### src/noc_bridge_pkg.sv
package noc_bridge_pkg;

    localparam int ADDR_W    = 16;
    localparam int DATA_W    = 32;
    localparam int ID_W      = 4;
    localparam int STRB_W    = 4;
    localparam int LEN_W     = 8;
    localparam int TDATA_W   = 40;
    localparam int COORD_W   = 2;
    localparam int MESH_COLS = 4;
    localparam int MESH_ROWS = 4;

    localparam int HDR_PAD_W = 24;  // bits above the packet count
    localparam int SUB_PAD_W = 7;   // bits above the subheader id
    localparam int W_PAD_W   = 8;

    typedef logic [ADDR_W-1:0]  addr_t;
    typedef logic [DATA_W-1:0]  data_t;
    typedef logic [ID_W-1:0]    id_t;
    typedef logic [STRB_W-1:0]  strb_t;
    typedef logic [LEN_W-1:0]   len_t;
    typedef logic [COORD_W-1:0] coord_t;
    typedef logic [TDATA_W-1:0] tdata_t;

    typedef enum logic [1:0] {
        ROUTING_HEADER = 2'd0,
        AW_SUBHEADER   = 2'd1,
        W_DATA         = 2'd2,
        AR_SUBHEADER   = 2'd3
    } pkt_kind_e;

    typedef struct packed {
        logic [HDR_PAD_W-1:0] pad;
        len_t                 pkt_count;
        coord_t               src_x;
        coord_t               src_y;
        coord_t               dst_x;
        coord_t               dst_y;      // lowest bits of the beat
    } routing_header_t;

    typedef struct packed {
        logic [SUB_PAD_W-1:0] pad;
        id_t                  id;
        addr_t                addr;
        len_t                 len;
        logic [2:0]           size;
        logic [1:0]           burst;
    } subheader_t;

    typedef struct packed {
        logic [W_PAD_W-1:0] pad;
        data_t              data;
    } w_beat_t;

endpackage

### src/noc_stream_if.sv
`timescale 1ns/1ns

interface noc_stream_if;
    import noc_bridge_pkg::*;

    logic      tvalid;
    logic      tready;
    pkt_kind_e tid;     // packet kind of the current beat
    tdata_t    tdata;
    strb_t     tstrb;
    logic      tlast;

    modport sender (
        output tvalid,
        input  tready,
        output tid,
        output tdata,
        output tstrb,
        output tlast
    );

    modport receiver (
        input  tvalid,
        output tready,
        input  tid,
        input  tdata,
        input  tstrb,
        input  tlast
    );

endinterface

### src/req_arbiter.sv
`timescale 1ns/1ns

module req_arbiter (
    input  logic ACLK,
    input  logic ARESETn,

    input  logic aw_pending_i,
    input  logic ar_pending_i,
    input  logic grant_done_i,

    output logic grant_valid_o,
    output logic grant_is_write_o
);

    logic grant_valid_q;
    logic grant_is_write_q;
    logic prio_write_q;
    logic pick_write;

    // a lone request wins, a tie goes to the kind the pointer favors
    assign pick_write = aw_pending_i && (!ar_pending_i || prio_write_q);

    always_ff @(posedge ACLK or negedge ARESETn) begin
        if (!ARESETn) begin
            grant_valid_q    <= 1'b0;
            grant_is_write_q <= 1'b0;
            prio_write_q     <= 1'b1;
        end
        else if (!grant_valid_q) begin
            if (aw_pending_i || ar_pending_i) begin
                grant_valid_q    <= 1'b1;
                grant_is_write_q <= pick_write;
            end
        end
        else if (grant_done_i) begin
            grant_valid_q <= 1'b0;
            prio_write_q  <= !grant_is_write_q;  // other kind goes first next time
        end
    end

    assign grant_valid_o    = grant_valid_q;
    assign grant_is_write_o = grant_is_write_q;

endmodule

### src/req_packetizer.sv
`timescale 1ns/1ns

module req_packetizer #(
    parameter noc_bridge_pkg::coord_t ROUTER_X = '0,
    parameter noc_bridge_pkg::coord_t ROUTER_Y = '0
) (
    input  logic                  ACLK,
    input  logic                  ARESETn,

    input  noc_bridge_pkg::id_t   awid_i,
    input  noc_bridge_pkg::addr_t awaddr_i,
    input  noc_bridge_pkg::len_t  awlen_i,
    input  logic [2:0]            awsize_i,
    input  logic [1:0]            awburst_i,

    input  noc_bridge_pkg::id_t   arid_i,
    input  noc_bridge_pkg::addr_t araddr_i,
    input  noc_bridge_pkg::len_t  arlen_i,
    input  logic [2:0]            arsize_i,
    input  logic [1:0]            arburst_i,

    input  noc_bridge_pkg::data_t wdata_i,
    input  noc_bridge_pkg::strb_t wstrb_i,
    input  logic                  wlast_i,
    input  logic                  wvalid_i,

    output logic                  awready_o,
    output logic                  arready_o,
    output logic                  wready_o,

    input  logic                  grant_valid_i,
    input  logic                  grant_is_write_i,
    output logic                  grant_done_o,

    noc_stream_if.sender          stream_o
);
    import noc_bridge_pkg::*;

    typedef enum logic [1:0] {
        GEN_HEADER,
        AW_SEND,
        W_SEND,
        AR_SEND
    } state_e;

    state_e          state_q;
    state_e          state_d;
    id_t             dst_idx;
    routing_header_t header;
    subheader_t      aw_sub;
    subheader_t      ar_sub;
    w_beat_t         w_beat;

    always_comb begin
        dst_idx = (grant_is_write_i ? awid_i : arid_i) - id_t'(1);  // tiles are numbered from 1

        header           = '0;
        header.dst_y     = coord_t'((dst_idx / MESH_COLS) % MESH_ROWS);
        header.dst_x     = coord_t'(dst_idx % MESH_COLS);
        header.src_y     = ROUTER_Y;
        header.src_x     = ROUTER_X;
        header.pkt_count = grant_is_write_i ? len_t'(awlen_i + 8'd2) : len_t'(1);

        aw_sub       = '0;
        aw_sub.id    = awid_i;
        aw_sub.addr  = awaddr_i;
        aw_sub.len   = awlen_i;
        aw_sub.size  = awsize_i;
        aw_sub.burst = awburst_i;

        ar_sub       = '0;
        ar_sub.id    = arid_i;
        ar_sub.addr  = araddr_i;
        ar_sub.len   = arlen_i;
        ar_sub.size  = arsize_i;
        ar_sub.burst = arburst_i;

        w_beat      = '0;
        w_beat.data = wdata_i;
    end

    always_ff @(posedge ACLK or negedge ARESETn) begin
        if (!ARESETn) begin
            state_q <= GEN_HEADER;
        end
        else begin
            state_q <= state_d;
        end
    end

    always_comb begin
        state_d         = state_q;
        stream_o.tvalid = 1'b0;
        stream_o.tid    = ROUTING_HEADER;
        stream_o.tdata  = tdata_t'(header);
        stream_o.tstrb  = '1;
        stream_o.tlast  = 1'b0;
        awready_o       = 1'b0;
        arready_o       = 1'b0;
        wready_o        = 1'b0;
        grant_done_o    = 1'b0;

        case (state_q)
            GEN_HEADER: begin
                stream_o.tvalid = grant_valid_i;
                if (grant_valid_i && stream_o.tready) begin
                    state_d = grant_is_write_i ? AW_SEND : AR_SEND;
                end
            end
            AW_SEND: begin
                stream_o.tvalid = 1'b1;
                stream_o.tid    = AW_SUBHEADER;
                stream_o.tdata  = tdata_t'(aw_sub);
                awready_o       = stream_o.tready;  // address accepted with the beat
                if (stream_o.tready) begin
                    state_d = W_SEND;
                end
            end
            W_SEND: begin
                stream_o.tvalid = wvalid_i;
                stream_o.tid    = W_DATA;
                stream_o.tdata  = tdata_t'(w_beat);
                stream_o.tstrb  = wstrb_i;
                stream_o.tlast  = wlast_i;
                wready_o        = stream_o.tready;
                if (wvalid_i && stream_o.tready && wlast_i) begin
                    grant_done_o = 1'b1;
                    state_d      = GEN_HEADER;
                end
            end
            AR_SEND: begin
                stream_o.tvalid = 1'b1;
                stream_o.tid    = AR_SUBHEADER;
                stream_o.tdata  = tdata_t'(ar_sub);
                stream_o.tlast  = 1'b1;  // a read packet ends on its subheader
                arready_o       = stream_o.tready;
                if (stream_o.tready) begin
                    grant_done_o = 1'b1;
                    state_d      = GEN_HEADER;
                end
            end
            default: begin
                state_d = GEN_HEADER;
            end
        endcase
    end

endmodule

### src/req_depacketizer.sv
`timescale 1ns/1ns

module req_depacketizer (
    noc_stream_if.receiver        stream_i,

    output logic                  m_awvalid_o,
    output noc_bridge_pkg::id_t   m_awid_o,
    output noc_bridge_pkg::addr_t m_awaddr_o,
    output noc_bridge_pkg::len_t  m_awlen_o,
    output logic [2:0]            m_awsize_o,
    output logic [1:0]            m_awburst_o,

    output logic                  m_arvalid_o,
    output noc_bridge_pkg::id_t   m_arid_o,
    output noc_bridge_pkg::addr_t m_araddr_o,
    output noc_bridge_pkg::len_t  m_arlen_o,
    output logic [2:0]            m_arsize_o,
    output logic [1:0]            m_arburst_o,

    output logic                  m_wvalid_o,
    output noc_bridge_pkg::data_t m_wdata_o,
    output noc_bridge_pkg::strb_t m_wstrb_o,
    output logic                  m_wlast_o,

    input  logic                  m_awready_i,
    input  logic                  m_arready_i,
    input  logic                  m_wready_i
);
    import noc_bridge_pkg::*;

    subheader_t sub;
    w_beat_t    w_beat;

    assign sub    = subheader_t'(stream_i.tdata);
    assign w_beat = w_beat_t'(stream_i.tdata);

    // payload fields follow the beat, only the valids depend on the kind
    assign m_awid_o    = sub.id;
    assign m_awaddr_o  = sub.addr;
    assign m_awlen_o   = sub.len;
    assign m_awsize_o  = sub.size;
    assign m_awburst_o = sub.burst;

    assign m_arid_o    = sub.id;
    assign m_araddr_o  = sub.addr;
    assign m_arlen_o   = sub.len;
    assign m_arsize_o  = sub.size;
    assign m_arburst_o = sub.burst;

    assign m_wdata_o = w_beat.data;
    assign m_wstrb_o = stream_i.tstrb;
    assign m_wlast_o = stream_i.tlast;

    always_comb begin
        m_awvalid_o     = 1'b0;
        m_arvalid_o     = 1'b0;
        m_wvalid_o      = 1'b0;
        stream_i.tready = 1'b1;

        case (stream_i.tid)
            ROUTING_HEADER: begin
                stream_i.tready = 1'b1;  // routing info is not needed past the router
            end
            AW_SUBHEADER: begin
                m_awvalid_o     = stream_i.tvalid;
                stream_i.tready = m_awready_i;
            end
            W_DATA: begin
                m_wvalid_o      = stream_i.tvalid;
                stream_i.tready = m_wready_i;
            end
            AR_SUBHEADER: begin
                m_arvalid_o     = stream_i.tvalid;
                stream_i.tready = m_arready_i;
            end
            default: begin
                stream_i.tready = 1'b1;
            end
        endcase
    end

endmodule

### src/noc_bridge_top.sv
`timescale 1ns/1ns

module noc_bridge_top #(
    parameter noc_bridge_pkg::coord_t ROUTER_X = '0,
    parameter noc_bridge_pkg::coord_t ROUTER_Y = '0
) (
    input  logic                      ACLK,
    input  logic                      ARESETn,

    input  logic                      s_axi_awvalid_i,
    output logic                      s_axi_awready_o,
    input  noc_bridge_pkg::id_t       s_axi_awid_i,
    input  noc_bridge_pkg::addr_t     s_axi_awaddr_i,
    input  noc_bridge_pkg::len_t      s_axi_awlen_i,
    input  logic [2:0]                s_axi_awsize_i,
    input  logic [1:0]                s_axi_awburst_i,

    input  logic                      s_axi_wvalid_i,
    output logic                      s_axi_wready_o,
    input  noc_bridge_pkg::data_t     s_axi_wdata_i,
    input  noc_bridge_pkg::strb_t     s_axi_wstrb_i,
    input  logic                      s_axi_wlast_i,

    input  logic                      s_axi_arvalid_i,
    output logic                      s_axi_arready_o,
    input  noc_bridge_pkg::id_t       s_axi_arid_i,
    input  noc_bridge_pkg::addr_t     s_axi_araddr_i,
    input  noc_bridge_pkg::len_t      s_axi_arlen_i,
    input  logic [2:0]                s_axi_arsize_i,
    input  logic [1:0]                s_axi_arburst_i,

    output logic                      m_axis_req_tvalid_o,
    input  logic                      m_axis_req_tready_i,
    output noc_bridge_pkg::pkt_kind_e m_axis_req_tid_o,
    output noc_bridge_pkg::tdata_t    m_axis_req_tdata_o,
    output noc_bridge_pkg::strb_t     m_axis_req_tstrb_o,
    output logic                      m_axis_req_tlast_o,

    input  logic                      s_axis_req_tvalid_i,
    output logic                      s_axis_req_tready_o,
    input  noc_bridge_pkg::pkt_kind_e s_axis_req_tid_i,
    input  noc_bridge_pkg::tdata_t    s_axis_req_tdata_i,
    input  noc_bridge_pkg::strb_t     s_axis_req_tstrb_i,
    input  logic                      s_axis_req_tlast_i,

    output logic                      m_axi_awvalid_o,
    input  logic                      m_axi_awready_i,
    output noc_bridge_pkg::id_t       m_axi_awid_o,
    output noc_bridge_pkg::addr_t     m_axi_awaddr_o,
    output noc_bridge_pkg::len_t      m_axi_awlen_o,
    output logic [2:0]                m_axi_awsize_o,
    output logic [1:0]                m_axi_awburst_o,

    output logic                      m_axi_wvalid_o,
    input  logic                      m_axi_wready_i,
    output noc_bridge_pkg::data_t     m_axi_wdata_o,
    output noc_bridge_pkg::strb_t     m_axi_wstrb_o,
    output logic                      m_axi_wlast_o,

    output logic                      m_axi_arvalid_o,
    input  logic                      m_axi_arready_i,
    output noc_bridge_pkg::id_t       m_axi_arid_o,
    output noc_bridge_pkg::addr_t     m_axi_araddr_o,
    output noc_bridge_pkg::len_t      m_axi_arlen_o,
    output logic [2:0]                m_axi_arsize_o,
    output logic [1:0]                m_axi_arburst_o
);

    noc_stream_if req_out_if ();
    noc_stream_if req_in_if ();

    logic grant_valid;
    logic grant_is_write;
    logic grant_done;

    assign m_axis_req_tvalid_o = req_out_if.tvalid;
    assign req_out_if.tready   = m_axis_req_tready_i;
    assign m_axis_req_tid_o    = req_out_if.tid;
    assign m_axis_req_tdata_o  = req_out_if.tdata;
    assign m_axis_req_tstrb_o  = req_out_if.tstrb;
    assign m_axis_req_tlast_o  = req_out_if.tlast;

    assign req_in_if.tvalid     = s_axis_req_tvalid_i;
    assign s_axis_req_tready_o  = req_in_if.tready;
    assign req_in_if.tid        = s_axis_req_tid_i;
    assign req_in_if.tdata      = s_axis_req_tdata_i;
    assign req_in_if.tstrb      = s_axis_req_tstrb_i;
    assign req_in_if.tlast      = s_axis_req_tlast_i;

    req_arbiter u_req_arbiter (
        .ACLK             (ACLK),
        .ARESETn          (ARESETn),
        .aw_pending_i     (s_axi_awvalid_i),
        .ar_pending_i     (s_axi_arvalid_i),
        .grant_done_i     (grant_done),
        .grant_valid_o    (grant_valid),
        .grant_is_write_o (grant_is_write)
    );

    req_packetizer #(
        .ROUTER_X (ROUTER_X),
        .ROUTER_Y (ROUTER_Y)
    ) u_req_packetizer (
        .ACLK             (ACLK),
        .ARESETn          (ARESETn),
        .awid_i           (s_axi_awid_i),
        .awaddr_i         (s_axi_awaddr_i),
        .awlen_i          (s_axi_awlen_i),
        .awsize_i         (s_axi_awsize_i),
        .awburst_i        (s_axi_awburst_i),
        .arid_i           (s_axi_arid_i),
        .araddr_i         (s_axi_araddr_i),
        .arlen_i          (s_axi_arlen_i),
        .arsize_i         (s_axi_arsize_i),
        .arburst_i        (s_axi_arburst_i),
        .wdata_i          (s_axi_wdata_i),
        .wstrb_i          (s_axi_wstrb_i),
        .wlast_i          (s_axi_wlast_i),
        .wvalid_i         (s_axi_wvalid_i),
        .awready_o        (s_axi_awready_o),
        .arready_o        (s_axi_arready_o),
        .wready_o         (s_axi_wready_o),
        .grant_valid_i    (grant_valid),
        .grant_is_write_i (grant_is_write),
        .grant_done_o     (grant_done),
        .stream_o         (req_out_if.sender)
    );

    req_depacketizer u_req_depacketizer (
        .stream_i    (req_in_if.receiver),
        .m_awvalid_o (m_axi_awvalid_o),
        .m_awid_o    (m_axi_awid_o),
        .m_awaddr_o  (m_axi_awaddr_o),
        .m_awlen_o   (m_axi_awlen_o),
        .m_awsize_o  (m_axi_awsize_o),
        .m_awburst_o (m_axi_awburst_o),
        .m_arvalid_o (m_axi_arvalid_o),
        .m_arid_o    (m_axi_arid_o),
        .m_araddr_o  (m_axi_araddr_o),
        .m_arlen_o   (m_axi_arlen_o),
        .m_arsize_o  (m_axi_arsize_o),
        .m_arburst_o (m_axi_arburst_o),
        .m_wvalid_o  (m_axi_wvalid_o),
        .m_wdata_o   (m_axi_wdata_o),
        .m_wstrb_o   (m_axi_wstrb_o),
        .m_wlast_o   (m_axi_wlast_o),
        .m_awready_i (m_axi_awready_i),
        .m_arready_i (m_axi_arready_i),
        .m_wready_i  (m_axi_wready_i)
    );

endmodule

### config.mk
export PLATFORM = sky130hd
export DESIGN_NAME = noc_bridge_top
export DESIGN_NICKNAME = d
export VERILOG_FILES = /design/src/noc_bridge_pkg.sv /design/src/noc_stream_if.sv /design/src/req_arbiter.sv /design/src/req_packetizer.sv /design/src/req_depacketizer.sv /design/src/noc_bridge_top.sv
export SDC_FILE = /design/constraint.sdc
export NUM_CORES = 1
export LEC_CHECK = 0
export BUFFER_PORTS_ARGS = -buffer_cell sky130_fd_sc_hd__buf_2
export CAP_MARGIN = 20
export CORE_AREA = 2 2 123 125
export DETAILED_ROUTE_END_ITERATION = 10
export DIE_AREA = 0 0 125 127
export PLACE_DENSITY_LB_ADDON = 0.15
export REMOVE_ABC_BUFFERS = 1
export SETUP_SLACK_MARGIN = 0.2
export SLEW_MARGIN = 15
export SYNTH_ARGS = -nofsm -noshare
export SYNTH_HDL_FRONTEND = slang
export SYNTH_SLANG_ARGS = --single-unit
### constraint.sdc
create_clock -name ACLK -period 2.5 [get_ports ACLK]
set_input_delay 0.75 -clock ACLK [delete_from_list [all_inputs] [get_ports ACLK]]
set_output_delay 0.75 -clock ACLK [all_outputs]
set_load 0.02 [all_outputs]
==> flow_summary.yaml, run 1 <==
status:
  status: "finished with violations"
  violations: "setup timing"
cells_and_area:
  final_cells: 538
  multi_input_area_um2: 1380
  fin_nets: 517
  insertedDiodeCount: 0
  drive_gt1_share_pct: 75.7
  final_common_cell: "buf_2"
  fillers: 1628
  area_delta_synth_final_pct: 58.6
  finalInstanceArea_um2: 3440
  mostFrequentLayoutCells: "116 x buf_2, 46 x buf_6, 24 x buf_4"
  ff_latch_area_um2: 133
place:
  hpwl_mm: 10.5
  placed_area_um2: 2490
  routabilityCongestion: 0.747
  place_inst: 515
  portBuffers: 162
global_route:
  grt_pass1_wl_mm: 17.1
  antenna_found_initial: 0
  grt_overflow_total: 0
  grtUsageTotal_pct: 14.8
  grt_max_degree: 23
  grt_pass1_vias: 2332
critical_path:
  max_stage_delay_ps: 460
  crit_buf_inv: 2
  crit_chain: "buf_8 > mux2i_2 > ha_2 > xnor2_2 > mux4_2 > buf_6"
  cp.required_ps: 1750
  cp_slowest_cell: "mux4_2"
  crit_path_end_kind: "output port"
  crit_arrival_ps: 1920
  cp_top_family: "multiplexers"
  cp-start-kind: "primary input"
  rrSetupSlack_ps: 1050
  path_max_fanout: 3
  critPathKind: "primary input to output port"
yosys:
  async_flop_share_pct: 100
  synth_edf_count: 0
  synth_cell_types: 40
  syn_area_um2: 2170
  ys_seq_area_share_pct: 5.83
  yosysWarnings: 0
  syn_inst: 268
  syn_area_per_cell_um2: 8.08
  ys.flop_type: "dfrtp_1"
  synth-seq-cells: 5
cts:
  root_buffer: "clkbuf_16"
  ctsHoldBuffers: 0
  numCtsBuffers: 3
  cts_tree: "built"
  cts-htree-levels: 1
  cts.clk_slew.worst_paths_ps: 30
  clockBufferDepth: 2
  clock_sinks: 5
  worst_skew_pair.late_latency_ps: 230
timing:
  slew_viol_final: 0
  period_share_pct: 107
  setup_viol: 6
  rsz0062_at_grt: "true"
  finalWorstSetupSlack_ps: -169
  fin_tns_setup_ps: -659
  finalHoldViolations: 0
  finalCriticalPeriod_ps: 2670
  finalClockSkew_ps: 2.19
  holdWs_ps: 330
  fmax_mhz: 375
routing:
  avgRoutedWirePerCell_um: 23.8
  dr.pass1.iters: 4
  wirelength_mm: 12.8
  first_iter_violations: 101
  antenna_left: 0
  route.detailed.drc: 0
  num_vias: 2288
  detail_route.vias_per_cell: 4.25
floorplanning:
  io_pins: 318
  core-area_um2: 14400
  start_util_pct: 15.0
  die_w_um: 125
  std_cell_rows: 44
  dieArea_um2: 15900
  dieHeight_um: 127
pwr:
  ir_drop_v: 0.000352
  leakagePower_nw: 1.71
  power_density_nw_per_um2: 1140
flow_run:
  drv_cap: 0
min_path:
  hp-class: "primary input to asynchronous set/reset pin"
metal layers:
layer  track usage (%)  part of all wire, %
met4              1.57                 0.87
met5              9.29                  1.0
met1              15.5                   35
met2              21.8                   44
met3              13.8                   20
where the power goes:
part | switching (mW) | internal [mW]
Clock | 0.0569 | 0.212
Combinational | 1.55 | 1.88
Sequential | 0.0822 | 0.131
path summary, 6_finish.rpt:
kind	to	from	depth (start not counted)
hold / removal	u_req_packetizer.state_q[0]	ARESETn	1
hold reg to reg	u_req_arbiter.grant_is_write_o	u_req_arbiter.prio_write_q	2
max in group asynchronous	u_req_arbiter.prio_write_q	ARESETn	1
setup / recovery	m_axis_req_tdata_o[0]	s_axi_arid_i[0]	6
min in group ACLK	u_req_arbiter.grant_is_write_o	u_req_arbiter.prio_write_q	2
setup reg to reg	u_req_arbiter.prio_write_q	u_req_packetizer.state_q[0]	5
metrics by stage:
stage | total power [mW] | worst slack [ps] | util, %
4_1_cts | 3.71 | -196 | 22.4
2_1_floorplan | 1.58 | -1180 | -
3_3_place_gp | 2.43 | -351 | 17.2
6_report | 3.91 | -169 | 23.8
5_1_grt | 4.15 | -227 | 23.8
3_5_place_dp | 2.43 | -339 | 17.2
flip-flops by register name, indices dropped and copies added (netlist names):
| register | flops |
|---|---|
| u_req_arbiter.grant_is_write_o | 1 |
| u_req_packetizer.state_q | 2 |
| u_req_arbiter.prio_write_q | 1 |
| u_req_arbiter.grant_valid_o | 1 |
worst reg2reg max path, stage by stage (launching register included):
cell and delay, ps:
dfrtp_4 540, buf_4 210, a21oi_1 120, nor2_1 70, nand2_1 90, mux2_2 340
cells by family (layout without fill, tap and decap cells):
| group | after synthesis | count (layout) | synth area share [%] |
|---|---|---|---|
| buffers and inverters | 131 | 211 | 42.6 |
| AO/OA/AOI/OAI | 48 | 48 | 16.4 |
| XOR/XNOR | 5 | 5 | 2.02 |
| adder cells (fa/ha/maj) | 2 | 2 | 1.16 |
| flip-flops | 5 | 5 | 5.84 |
| multiplexers | 40 | 40 | 22.9 |
| AND/OR/NAND/NOR | 36 | 36 | 8.90 |
| other | 1 | 7 | 0.173 |
area by class of cell:
cell class / instances / share of cell area (%)
timing repair buffer: 202 / 46.3
multi-input combinational: 138 / 40.3
tap: 184 / 6.70
sequential: 5 / 3.86
clock buffer: 4 / 2.29
inverter: 5 / 0.546
cells in the mapped netlist, drive strengths merged (2+ instances only):
| library cell | number | area, µm² |
|---|---|---|
| o21ai | 8 | 43.8 |
| clkbuf | 6 | 22.5 |
| a22o | 20 | 175 |
| mux2 | 26 | 293 |
| nand2b | 5 | 31.3 |
| buf | 120 | 882 |
| mux2i | 10 | 113 |
| nand3 | 3 | 15.0 |
| mux4 | 4 | 90.1 |
| nor2b | 2 | 12.5 |
| a21o | 2 | 15.0 |
| or3 | 2 | 12.5 |
| a21oi | 7 | 35.0 |
| xnor2 | 3 | 26.3 |
| nand2 | 9 | 33.8 |
| a22oi | 5 | 37.5 |
| nor2 | 6 | 22.5 |
| xor2 | 2 | 17.5 |
| inv | 5 | 18.8 |
| dfrtp | 4 | 100 |
| nor3b | 2 | 20.0 |
| ha | 2 | 25.0 |
| and3 | 3 | 18.8 |
timing repair:
item                                    in CTS  in global routing
resized for setup                          129                 44
endpoints found under the setup margin      37                 36
buffers inserted                            15                  0
cloned                                       3                  1
pin swaps                                   19                 10
Note: power is estimated with default switching activity, not from simulation.
==> inputs of run 2 (changes only) <==
==> constraint.sdc (replaced) <==
create_clock -name ACLK -period 3 [get_ports ACLK]
set_input_delay 0.9 -clock ACLK [delete_from_list [all_inputs] [get_ports ACLK]]
set_output_delay 0.9 -clock ACLK [all_outputs]
set_load 0.02 [all_outputs]
==> flow_summary.yaml, run 2 (synthesis gave the netlist of run 1 again) <==
status:
  status: "completed"
critical_path:
  path_max_fanout: 2
  critPathKind: "primary input to output port"
  r2r_cells: 5
  crit_arrival_ps: 2070
  crit_path_end_kind: "output port"
  cp.required_ps: 2100
  cp-start-kind: "primary input"
routing:
  antenna_left: 0
  route.detailed.drc: 0
  avgRoutedWirePerCell_um: 22.6
  wirelength_mm: 11.8
  num_vias: 2153
  dr.pass1.iters: 4
  detail_route.vias_per_cell: 4.13
  first_iter_violations: 63
place:
  preCtsSetupSlack_ps: -120
  hpwl_mm: 10.3
  place_inst: 513
  routabilityCongestion: 0.730
  portBuffers: 162
cells_and_area:
  largest_register: "u_req_packetizer.state_q"
  final_common_cell: "buf_2"
  insertedDiodeCount: 0
  final_cells: 521
  post-route-util_pct: 19.8
  largest_reg_flops: 2
  fillers: 1663
  fin_nets: 500
  drive_gt1_share_pct: 72.7
  ff_latch_area_um2: 130
  area_delta_synth_final_pct: 31.6
  mostFrequentLayoutCells: "147 x buf_2, 26 x mux2_2, 23 x buf_4"
  multi_input_area_um2: 1300
global_route:
  grt_max_degree: 28
  grt_overflow_total: 0
  grt_pass1_wl_mm: 15.7
  grt_pass1_vias: 2111
  antenna_found_initial: 0
  grtUsageTotal_pct: 13.5
floorplanning:
  die_w_um: 125
  dieHeight_um: 127
  std_cell_rows: 44
  io_pins: 318
  core-area_um2: 14400
  dieArea_um2: 15900
  start_util_pct: 15.0
timing:
  period_share_pct: 99.1
  finalHoldViolations: 0
  finalClockSkew_ps: 1.56
  slew_viol_final: 0
  rsz0062_at_grt: "true"
  finalWorstSetupSlack_ps: 27.2
  fmax_mhz: 336
  setup_viol: 0
  finalCriticalPeriod_ps: 2970
  fin_tns_setup_ps: 0
cts:
  cts_tree: "built"
  clock_sinks: 5
  ctsHoldBuffers: 0
  cts.clk_slew.worst_paths_ps: 30
  clockBufferDepth: 2
  cts-htree-levels: 1
  root_buffer: "clkbuf_16"
  worst_skew_pair.late_latency_ps: 230
  numCtsBuffers: 3
pwr:
  intPower_mw: 1.19
  p_sw_share_pct: 49.6
  p_clk_share_pct: 9.4
  power_density_nw_per_um2: 832
  leakagePower_nw: 1.40
  p_comb_share_pct: 82.5
  p_seq_share_pct: 8.1
  switchingPower_mw: 1.18
  ir_drop_v: 0.000229
min_path:
  hp-class: "primary input to asynchronous set/reset pin"
flow_run:
  drv_cap: 0
[run 2: timing repair]
item | in CTS | in global routing
gates resized for setup | 39 | 25
setup endpoints to repair | 7 | 9
buffers inserted | 3 | 1
pin swaps | 9 | 7
[run 2: worst max-delay path, cell delays in order]
cell and delay [ps]:
buf_8 80, ha_4 120, and3_4 190, nand3_4 80
or3_4 340, a32oi_1 190, buf_4 170
[run 2: final timing paths]
| kind | startpoint | end | slack [ps] |
|---|---|---|---|
| setup / recovery | s_axi_awlen_i[1] | m_axis_req_tdata_o[15] | 30 |
| hold / removal | ARESETn | u_req_arbiter.grant_is_write_o | 480 |
| setup reg to reg | u_req_packetizer.state_q[0] | u_req_arbiter.prio_write_q | 1470 |
| hold reg to reg | u_req_arbiter.prio_write_q | u_req_arbiter.grant_is_write_o | 520 |
| max in group asynchronous | ARESETn | u_req_arbiter.prio_write_q | 2300 |
| min in group ACLK | u_req_arbiter.prio_write_q | u_req_arbiter.grant_is_write_o | 520 |
[run 2: final cells by class]
type	count	area share, %
flip-flops and latches	5	4.57
inverters	5	0.658
clock buffers	4	2.77
multi-input cells	138	45.6
well taps	184	8.08
repair buffers	185	38.3
[run 2: layer usage]
metal | share of wire (%) | GRT usage [%] | vias up
met4 | 0.20 | 0.784 | 4
met2 | 42 | 19.4 | 236
met3 | 22 | 14.1 | 7
li1 | - | - | 951
met1 | 34 | 13.9 | 955
met5 | 1.1 | 8.98 | -
[run 2: through the flow]
step	power, mW	area, µm²	hold slack, ps
2_1_floorplan	1.32	1280	507
3_3_place_gp	2.01	2470	521
3_5_place_dp	2.01	2470	521
4_1_cts	2.33	2720	481
5_1_grt	2.55	2850	481
6_report	2.37	2850	483
[run 2: power groups by stage]
stage / Sequential, mW / Clock [mW] / Combinational (mW)
6_report: 0.193 / 0.222 / 1.96
3_3_place_gp: 0.192 / 0 / 1.82
4_1_cts: 0.199 / 0.225 / 1.91
2_1_floorplan: 0.268 / 0 / 1.05
3_5_place_dp: 0.194 / 0 / 1.81
5_1_grt: 0.206 / 0.229 / 2.11
